[src/design/pkt_edit_pkg.sv]
// Widths and lane types shared by the packet editor.
// One lane carries one short packet of up to REGION_ITEMS items, never spanning lanes.
`default_nettype none

package pkt_edit_pkg;

    localparam int ITEM_W       = 8;
    localparam int REGION_ITEMS = 8;
    localparam int LEN_W        = 4;   // Counts 0..REGION_ITEMS
    localparam int MOD_W        = 3;
    localparam int USERMETA_W   = 16;

    typedef logic [USERMETA_W-1:0] usermeta_t;

    // Item 0 is the first item of the packet
    typedef struct packed {
        logic [REGION_ITEMS-1:0][ITEM_W-1:0] items;
        logic [LEN_W-1:0]                    len;
        logic                                present;
    } lane_pkt_t;

    typedef struct packed {
        usermeta_t        usermeta;
        logic             discard;
        logic             sof_en;
        logic [MOD_W-1:0] sof_trim;  // Items cut from the start
        logic             eof_en;
        logic [MOD_W-1:0] eof_trim;  // Items cut from the end
    } edit_cmd_t;

endpackage

`default_nettype wire

[src/design/lane_collector.sv]
// Output stage. Holds the edited beat until the sink takes it.
// tx_vld marks lanes whose packet survived; dropped lanes read as zero.
`timescale 1ns/1ns
`default_nettype none

module lane_collector #(
    parameter int REGIONS = 4
) (
    input  wire                                         clk,
    input  wire                                         rst_n,
    input  wire                                         advance,
    input  wire [REGIONS-1:0]                           lane_vld,
    input  wire pkt_edit_pkg::lane_pkt_t [REGIONS-1:0]  lane_pkt,
    input  wire pkt_edit_pkg::usermeta_t [REGIONS-1:0]  lane_meta,
    input  wire                                         tx_dst_rdy,
    output logic                                        out_full,
    output pkt_edit_pkg::lane_pkt_t [REGIONS-1:0]       tx_pkt,
    output pkt_edit_pkg::usermeta_t [REGIONS-1:0]       tx_meta,
    output logic [REGIONS-1:0]                          tx_vld,
    output logic                                        tx_src_rdy
);

    // Blocked while a held beat is refused
    assign out_full = tx_src_rdy & ~tx_dst_rdy;

    always_comb begin
        for (int r = 0; r < REGIONS; r++) begin
            tx_vld[r] = tx_src_rdy & tx_pkt[r].present;
        end
    end

    always_ff @(posedge clk) begin
        if (!rst_n) begin
            tx_src_rdy <= 1'b0;
        end else if (advance) begin
            tx_src_rdy <= |lane_vld;  // All lanes share one beat valid
        end
    end

    always_ff @(posedge clk) begin
        if (advance) begin
            tx_pkt  <= lane_pkt;
            tx_meta <= lane_meta;
        end
    end

    a_tx_hold : assert property (@(posedge clk) disable iff (!rst_n)
        tx_src_rdy && !tx_dst_rdy |=> tx_src_rdy && $stable(tx_pkt)
            && $stable(tx_meta) && $stable(tx_vld));

endmodule

`default_nettype wire

[src/design/lane_distributor.sv]
// First pipeline stage. Captures an accepted beat and splits it into lanes.
// Items at or above a packet's length are zeroed here, later stages rely on it.
`timescale 1ns/1ns
`default_nettype none

module lane_distributor #(
    parameter int REGIONS = 4
) (
    input  wire                                         clk,
    input  wire                                         rst_n,
    input  wire pkt_edit_pkg::lane_pkt_t [REGIONS-1:0]  rx_pkt,
    input  wire pkt_edit_pkg::edit_cmd_t [REGIONS-1:0]  rx_cmd,
    input  wire                                         rx_src_rdy,
    input  wire                                         out_full,
    output logic                                        rx_dst_rdy,
    output logic                                        advance,
    output pkt_edit_pkg::lane_pkt_t [REGIONS-1:0]       lane_pkt,
    output pkt_edit_pkg::edit_cmd_t [REGIONS-1:0]       lane_cmd,
    output logic [REGIONS-1:0]                          lane_vld
);

    pkt_edit_pkg::lane_pkt_t [REGIONS-1:0] masked_pkt;

    // Whole pipeline moves only when the output stage can take a beat
    assign advance    = ~out_full;
    assign rx_dst_rdy = advance;

    always_comb begin
        masked_pkt = rx_pkt;
        for (int r = 0; r < REGIONS; r++) begin
            for (int i = 0; i < pkt_edit_pkg::REGION_ITEMS; i++) begin
                if (i >= int'(rx_pkt[r].len)) begin
                    masked_pkt[r].items[i] = '0;
                end
            end
        end
    end

    always_ff @(posedge clk) begin
        if (!rst_n) begin
            lane_vld <= '0;
        end else if (advance) begin
            lane_vld <= {REGIONS{rx_src_rdy}};
        end
    end

    always_ff @(posedge clk) begin
        if (advance) begin
            lane_pkt <= masked_pkt;
            lane_cmd <= rx_cmd;
        end
    end

    for (genvar r = 0; r < REGIONS; r++) begin : g_len_chk
        // Source must never send more items than a lane holds
        a_len_in_range : assert property (@(posedge clk) disable iff (!rst_n)
            rx_src_rdy && rx_dst_rdy |-> rx_pkt[r].len <= pkt_edit_pkg::REGION_ITEMS);
    end

endmodule

`default_nettype wire

[src/design/pkt_edit_top.sv]
// Multi-lane packet editor, three register stages from rx to tx.
// One packet per lane per beat; empty lanes are not compacted.
`timescale 1ns/1ns
`default_nettype none

module pkt_edit_top #(
    parameter int REGIONS = 4   // 1 to 8
) (
    input  wire                                         clk,
    input  wire                                         rst_n,
    input  wire pkt_edit_pkg::lane_pkt_t [REGIONS-1:0]  rx_pkt,
    input  wire pkt_edit_pkg::edit_cmd_t [REGIONS-1:0]  rx_cmd,
    input  wire                                         rx_src_rdy,
    output logic                                        rx_dst_rdy,
    output pkt_edit_pkg::lane_pkt_t [REGIONS-1:0]       tx_pkt,
    output pkt_edit_pkg::usermeta_t [REGIONS-1:0]       tx_meta,
    output logic [REGIONS-1:0]                          tx_vld,
    output logic                                        tx_src_rdy,
    input  wire                                         tx_dst_rdy
);

    logic                                  advance;
    logic                                  out_full;
    pkt_edit_pkg::lane_pkt_t [REGIONS-1:0] lane_pkt;
    pkt_edit_pkg::edit_cmd_t [REGIONS-1:0] lane_cmd;
    logic [REGIONS-1:0]                    lane_vld;
    pkt_edit_pkg::lane_pkt_t [REGIONS-1:0] ed_pkt;
    pkt_edit_pkg::usermeta_t [REGIONS-1:0] ed_meta;
    logic [REGIONS-1:0]                    ed_vld;

    lane_distributor #(
        .REGIONS    (REGIONS)
    ) distributor_u (
        .clk        (clk),
        .rst_n      (rst_n),
        .rx_pkt     (rx_pkt),
        .rx_cmd     (rx_cmd),
        .rx_src_rdy (rx_src_rdy),
        .out_full   (out_full),
        .rx_dst_rdy (rx_dst_rdy),
        .advance    (advance),
        .lane_pkt   (lane_pkt),
        .lane_cmd   (lane_cmd),
        .lane_vld   (lane_vld)
    );

    for (genvar r = 0; r < REGIONS; r++) begin : g_editor
        region_editor #(
            .meta_t   (pkt_edit_pkg::usermeta_t)
        ) editor_u (
            .clk      (clk),
            .rst_n    (rst_n),
            .advance  (advance),
            .in_vld   (lane_vld[r]),
            .in_pkt   (lane_pkt[r]),
            .in_cmd   (lane_cmd[r]),
            .out_vld  (ed_vld[r]),
            .out_pkt  (ed_pkt[r]),
            .out_meta (ed_meta[r])
        );
    end

    lane_collector #(
        .REGIONS    (REGIONS)
    ) collector_u (
        .clk        (clk),
        .rst_n      (rst_n),
        .advance    (advance),
        .lane_vld   (ed_vld),
        .lane_pkt   (ed_pkt),
        .lane_meta  (ed_meta),
        .tx_dst_rdy (tx_dst_rdy),
        .out_full   (out_full),
        .tx_pkt     (tx_pkt),
        .tx_meta    (tx_meta),
        .tx_vld     (tx_vld),
        .tx_src_rdy (tx_src_rdy)
    );

endmodule

`default_nettype wire

[src/design/region_editor.sv]
// Second pipeline stage for one lane. Applies discard and SOF/EOF trims.
// meta_t must have the width of the command's usermeta field.
// Input items above the length are expected to be zero.
`timescale 1ns/1ns
`default_nettype none

module region_editor #(
    parameter type meta_t = pkt_edit_pkg::usermeta_t
) (
    input  wire                          clk,
    input  wire                          rst_n,
    input  wire                          advance,
    input  wire                          in_vld,
    input  wire pkt_edit_pkg::lane_pkt_t in_pkt,
    input  wire pkt_edit_pkg::edit_cmd_t in_cmd,
    output logic                         out_vld,
    output pkt_edit_pkg::lane_pkt_t      out_pkt,
    output meta_t                        out_meta
);

    logic [pkt_edit_pkg::MOD_W-1:0]                               sof_cut;
    logic [pkt_edit_pkg::MOD_W-1:0]                               eof_cut;
    logic [pkt_edit_pkg::LEN_W:0]                                 trim_sum;  // Up to 14
    logic                                                         keep;
    logic [pkt_edit_pkg::LEN_W-1:0]                               new_len;
    logic [pkt_edit_pkg::REGION_ITEMS-1:0][pkt_edit_pkg::ITEM_W-1:0] shifted;
    pkt_edit_pkg::lane_pkt_t                                      edited;

    always_comb begin
        sof_cut  = in_cmd.sof_en ? in_cmd.sof_trim : '0;
        eof_cut  = in_cmd.eof_en ? in_cmd.eof_trim : '0;
        trim_sum = (pkt_edit_pkg::LEN_W + 1)'(sof_cut) + (pkt_edit_pkg::LEN_W + 1)'(eof_cut);

        // Dropped if discarded, empty, or trimmed away entirely
        keep = in_pkt.present && !in_cmd.discard && (trim_sum < {1'b0, in_pkt.len});

        new_len = in_pkt.len - trim_sum[pkt_edit_pkg::LEN_W-1:0];

        // Item s moves to index 0
        shifted = in_pkt.items >> (pkt_edit_pkg::ITEM_W * sof_cut);
        for (int i = 0; i < pkt_edit_pkg::REGION_ITEMS; i++) begin
            if (i >= int'(new_len)) begin
                shifted[i] = '0;  // EOF trim cuts the tail
            end
        end

        edited = '0;
        if (keep) begin
            edited.items   = shifted;
            edited.len     = new_len;
            edited.present = 1'b1;
        end
    end

    always_ff @(posedge clk) begin
        if (!rst_n) begin
            out_vld <= 1'b0;
        end else if (advance) begin
            out_vld <= in_vld;
        end
    end

    always_ff @(posedge clk) begin
        if (advance) begin
            out_pkt  <= edited;
            out_meta <= meta_t'(in_cmd.usermeta);  // Passed through untouched
        end
    end

    a_len_shrinks : assert property (@(posedge clk) disable iff (!rst_n)
        advance && in_vld |=> out_pkt.len <= $past(in_pkt.len));

endmodule

`default_nettype wire

[config.mk]
export PLATFORM = sky130hd
export DESIGN_NAME = pkt_edit_top
export DESIGN_NICKNAME = d
export VERILOG_FILES = /design/src/design/pkt_edit_pkg.sv /design/src/design/lane_collector.sv /design/src/design/lane_distributor.sv /design/src/design/pkt_edit_top.sv /design/src/design/region_editor.sv
export SDC_FILE = /design/constraint.sdc
export NUM_CORES = 2
export LEC_CHECK = 0
export BUFFER_PORTS_ARGS = -buffer_cell sky130_fd_sc_hd__buf_2
export CORE_AREA = 2 2 285 287
export CTS_BUF_LIST = sky130_fd_sc_hd__clkbuf_8
export CTS_CLUSTER_SIZE = 28
export DETAILED_ROUTE_END_ITERATION = 8
export DIE_AREA = 0 0 287 289
export GPL_TIMING_DRIVEN = 0
export HOLD_SLACK_MARGIN = 0.1
export PLACE_DENSITY = 0.77
export SLEW_MARGIN = 20
export SYNTH_ARGS = -nofsm -noshare
export SYNTH_HDL_FRONTEND = slang
export SYNTH_SLANG_ARGS = --single-unit
[constraint.sdc]
create_clock -name clk -period 43.1 [get_ports clk]
set_input_delay 8.62 -clock clk [delete_from_list [all_inputs] [get_ports clk]]
set_output_delay 8.62 -clock clk [all_outputs]
set_load 0.05 [all_outputs]
**After elaboration in Yosys (flattened, before gate mapping)**

Index checks and enable logic that the tools add are counted.

- $add $sub $neg: 8
- Magnitude comparators: 68
- Shift operators: 4
- Muxes and demuxes: 12
- Bitwise logic cells: 11
- Reduce and logical (&&, ||, !) cells: 45

Operators by type and width:

| cell | number |
|---|---|
| $shr 64x6->64 | 4 |
| $ge 3x4->1 const A | 32 |
| $ge 1x4->1 const A | 16 |
| $ge 2x4->1 const A | 16 |
| $reduce_or 2->1 | 32 |
| $mux 3 | 8 |
| $lt 5x4->1 | 4 |
| $add 3x3->4 | 4 |
| $sub 4x4->4 | 4 |
| $logic_and 1x1->1 | 8 |
| $not 1->1 | 6 |
| $and 1x1->1 | 5 |
| $logic_not 1->1 | 4 |
| $mux 1 | 4 |
| $reduce_or 4->1 | 1 |

- Register bits after elaboration: 1062
- Bits of input ports: 380

**Longest topological paths before layout**

- Depth in word-level cells: 6
- Gate-level depth with buffers: 17
- Mapped depth without buffers: 12

**Modules after synthesis**

From an unflattened synthesis, not the netlist that was laid out.

- Cells, all modules: 2733
- Area, all modules: 43133.9 sq um

Modules (own cells, without submodules):

| module | times used | cells each | area an instance (sq um) | seq. area each (sq um) |
|---|---|---|---|---|
| region_editor (g_editor[0].editor_u ...) | 3 | 427 | 4889.7 | 2572.5 |
| lane_distributor | 1 | 676 | 13275.2 | 11310.8 |
| lane_collector | 1 | 349 | 10283.6 | 10229.8 |
| region_editor (g_editor[2].editor_u) | 1 | 427 | 4906.0 | 2572.5 |

**Worst setup path after synthesis**

No wires, ideal clock.

- Kind: input-to-output
- Start point: in tx_dst_rdy
- End point: out rx_dst_rdy
- Data arrival time: 29.379 ns
- Required time: 34.480 ns
- Slack: 5.101 ns
- Stages on the path: 2
- Cell sequence: nor2b_1 inv_1

- Longest elaborated chain between the ends: 3

RTL lines:

| item | line | text |
|---|---|---|
| start: declaration | pkt_edit_top.sv:19 | `input wire tx_dst_rdy` |
| $not 1->1 | lane_collector.sv:24 | `assign out_full = tx_src_rdy & ~tx_dst_rdy;` |
| $and 1x1->1 | lane_collector.sv:24 |  |
| $not 1->1 | lane_distributor.sv:25 | `assign advance = ~out_full;` |
| end: declaration | pkt_edit_top.sv:14 | `output logic rx_dst_rdy,` |

Every way passes these cells.

**Final worst setup path**

Same ends and word-level chain as after synthesis.

==> key figures <==
Global routing
  • GR Util All Layers: 0.304
  • Vias in the first global route: 27100
  • Initial antenna violation count: 21
  • GRT overflow: 0
  • Largest net degree at the start of global routing: 118
  • First-pass GRT wire length: 181000 um

Timing
  • Fin. Hold Viols: 0
  • Hold Slack: 0.384 ns
  • Fin. max-slew vios: 0
  • Unrepaired setup endpoints after global routing: no
  • Slew @ Worst Pin: 0.980 ns
  • Clk_skew: 0.0432 ns
  • Achievable Freq: 0.0539 GHz
  • Final Cycle Share: 0.430
  • Min Tclk post-route: 18.54 ns
  • Setup_tns: 0 ns
  • Max-Slew Margin vs Limit: 0.342
  • Final setup vio count: 0

Placement
  • HPWL Detailed: 96900 um
  • # port buffers: 725
  • Final estimated routing congestion in global placement: 0.965
  • Area after DPL: 48600 um^2
  • Placed cells: 4530

Setup path
  • Slowest CP cell: nor2b_1
  • Crit path largest cell delay: 0.43 ns
  • CP Launch Type: input pin
  • Cell family contributing the most delay on the critical path: buffers and inverters
  • Max FO, Critical Path: 106
  • CP cell instances: buf_2 > nor2b_1 > inv_8 > buf_2
  • WP data required: 34.48 ns
  • Crit path kind: in -> out
  • Reg-to-reg critical path endpoint: g_editor[0].editor_u.out_pkt[17]
  • Worst r2r path cells: 13
  • R2r setup slk: 38.72 ns
  • Buf+Inv Stages, Crit Path: 3
  • Critical Path Most Common Cell: buf_2
  • Critical path data arrival time: 9.92 ns
  • Worst flop-to-flop path startpoint: distributor_u.lane_cmd[4]
  • CP Capture Type: primary output

Floorplan
  • Height of the chip: 289 um
  • Die ar.: 82900 um^2
  • # IOs: 726
  • Placement row count: 104
  • Starting density of the core: 0.543
  • Die width: 287 um
  • Core area: 79900 um^2

Synthesis
  • Number of flops mapped to enable cells by yosys: 1056
  • Post-synthesis register bit count: 1059
  • Top cells by area, synth: edfxtp_1, mux2i_1, nor2b_1
  • Top_reg_cell synth: edfxtp_1
  • Most area-hungry cell type in the Yosys netlist: edfxtp_1
  • Syn Nets: 3164
  • Synth Instances: 2736
  • Mapped Area: 43400 um^2
  • Synth unique cells: 69
  • Top-area cell type share of the netlist area: 0.731
  • Syn avg cell area: 15.9 um^2
  • Warnings from Yosys: 0
  • Post-synthesis sequential area ratio: 0.732
  • Post-synth top cells: edfxtp_1, nor2b_1, mux2i_1
  • Async SR Flop Fraction: 0
  • Most common cell in the netlist: edfxtp_1

Clocking
  • Post-CTS sizing: 0
  • TritonCTS clock tree: yes
  • Hold Buf Count CTS: 0
  • Cts bufs inserted: 166
  • Total setup buffers inserted after CTS: 0
  • Clk sinks: 1059
  • Root buf cell: clkbuf_8
  • Worst skew pair latency: 0.86 ns
  • Clk pin slew, worst setup/hold paths: 0.06 ns
  • Clock tree buffer depth: 3
  • H-tree Lvls: 4

Power
  • Leak: 22.0 nW
  • Power density over cell area: 47.8 nW/um^2
  • Tot Pwr: 2.48 mW
  • Worst vdd ir: 0.0359 mV

Hold path
  • Hold crit path type: reg -> reg
  • Hold Path Depth: 0
  • Hold Crit Start: g_editor[3].editor_u.out_pkt[35]
  • Hold path endpoint: collector_u.tx_pkt[242]

Route
  • Router iterations before antenna repair: 8
  • Number of remaining DRC errors: 0
  • Total number of vias: 28300
  • Final wirelength: 128000 um
  • Initial DRC count: 2891
  • Remaining antenna violation count: 0
  • Via density: 5.84
  • Detailed-route wire length per cell: 26.5 um

Final layout
  • Cell Count, Final, Fillers Out: 4840
  • Design area: 51900 um^2
  • Nets: 4066
  • Share of layout cells above drive strength 1: 0.290
  • Area grow syn2layout: 19.6%

Run status
  • Outcome: completed

Flow run
  • Max Cap Viol: 0
## state kept, by name (all words and copies together) (netlist names)
signal                      count
collector_u.tx_meta            64
collector_u.tx_pkt            276
collector_u.tx_src_rdy          1
distributor_u.lane_cmd        100
distributor_u.lane_pkt        276
distributor_u.lane_vld          1
g_editor.editor_u.out_meta     64
g_editor.editor_u.out_pkt     276
g_editor.editor_u.out_vld       1
## placed cells by master, fill, tap and decap left out, drive strengths merged, types with 13 or more instances in the layout
cell type,instances
a2111oi,39
buf,792
nand3,36
mux2i,154
and2,75
a32o,41
clkinv,47
nor2b,221
clkbuf,238
nor4,46
edfxtp,1056
and3,36
mux2,30
a211o,28
ha,40
a2bb2oi,41
a211oi,49
o22a,67
a21oi,63
inv,127
o21ai,29
a221oi,24
nor3,101
diode,13
nand2,157
nor2,52
a22o,16
nand2b,18
nor4b,16
## worst register-to-register path: cells and delay by family (launching register included)
| kind | cells | cell delay [ns] |
|---|---|---|
| AOI/OAI and AO/OA | 2 | 0.98 |
| adders and majority gates | 3 | 0.99 |
| buffers and inverters | 5 | 0.89 |
| DFF | 1 | 0.69 |
| and+or+nand+nor | 3 | 0.52 |
## final cells by class
cell class	instances	area (um^2)
Tap cell	1060	1330
Multi-Input combinational cell	1487	10800
Buffer	129	637
Timing Repair Buffer	734	3880
Sequential cell	1059	31800
Inverter	61	239
Clock buffer	167	2300
Clock inverter	130	912
Antenna cell	13	32.5
Fill cell	5687	28000
## per-stage QoR
stage | worst slack (ns) | util
detailed placement | 24.58 | 0.608
global placement | -4.29 | 0.605
CTS | 24.58 | 0.649
finish | 24.56 | 0.649
floorplan | 5.10 | -
global route | 24.47 | 0.649
## power breakdown
| group | switching [mW] | leakage [nW] | internal [mW] | total [mW] |
|---|---|---|---|---|
| Combinational | 0.279 | 8.07 | 0.104 | 0.383 |
| Clock | 0.397 | 1.84 | 0.427 | 0.824 |
| Sequential | 0.0464 | 12.1 | 1.23 | 1.27 |
| Total | 0.723 | 22.0 | 1.76 | 2.48 |
## cell families after synthesis
group                    synth area share
adder cells (fa/ha/maj)            0.0152
buffers and inverters              0.0200
AO/OA/AOI/OAI                      0.0866
flip-flops                          0.732
AND/OR/NAND/NOR                     0.101
multiplexers                       0.0433
XOR/XNOR                          0.00162
## worst max-delay path by stage
stage | start | slack, ns | cells past startpoint | end
after detailed placement | tx_dst_rdy | 24.58 | 4 | rx_dst_rdy
after global placement | tx_dst_rdy | -4.29 | 4 | rx_dst_rdy
final | tx_dst_rdy | 24.56 | 4 | rx_dst_rdy
after global routing | tx_dst_rdy | 24.47 | 4 | rx_dst_rdy
after CTS | tx_dst_rdy | 24.58 | 4 | rx_dst_rdy
after floorplan | tx_dst_rdy | 5.10 | 2 | rx_dst_rdy
## per-layer routing
| metal | vias to the layer above | global-route usage | share of wire |
|---|---|---|---|
| li1 | 12600 | - | - |
| met1 | 13700 | 0.401 | 0.38 |
| met2 | 1672 | 0.491 | 0.48 |
| met3 | 309 | 0.0705 | 0.098 |
| met4 | 14 | 0.123 | 0.040 |
| met5 | - | 0 | 0.00060 |
(Power assumes the default switching activity.)
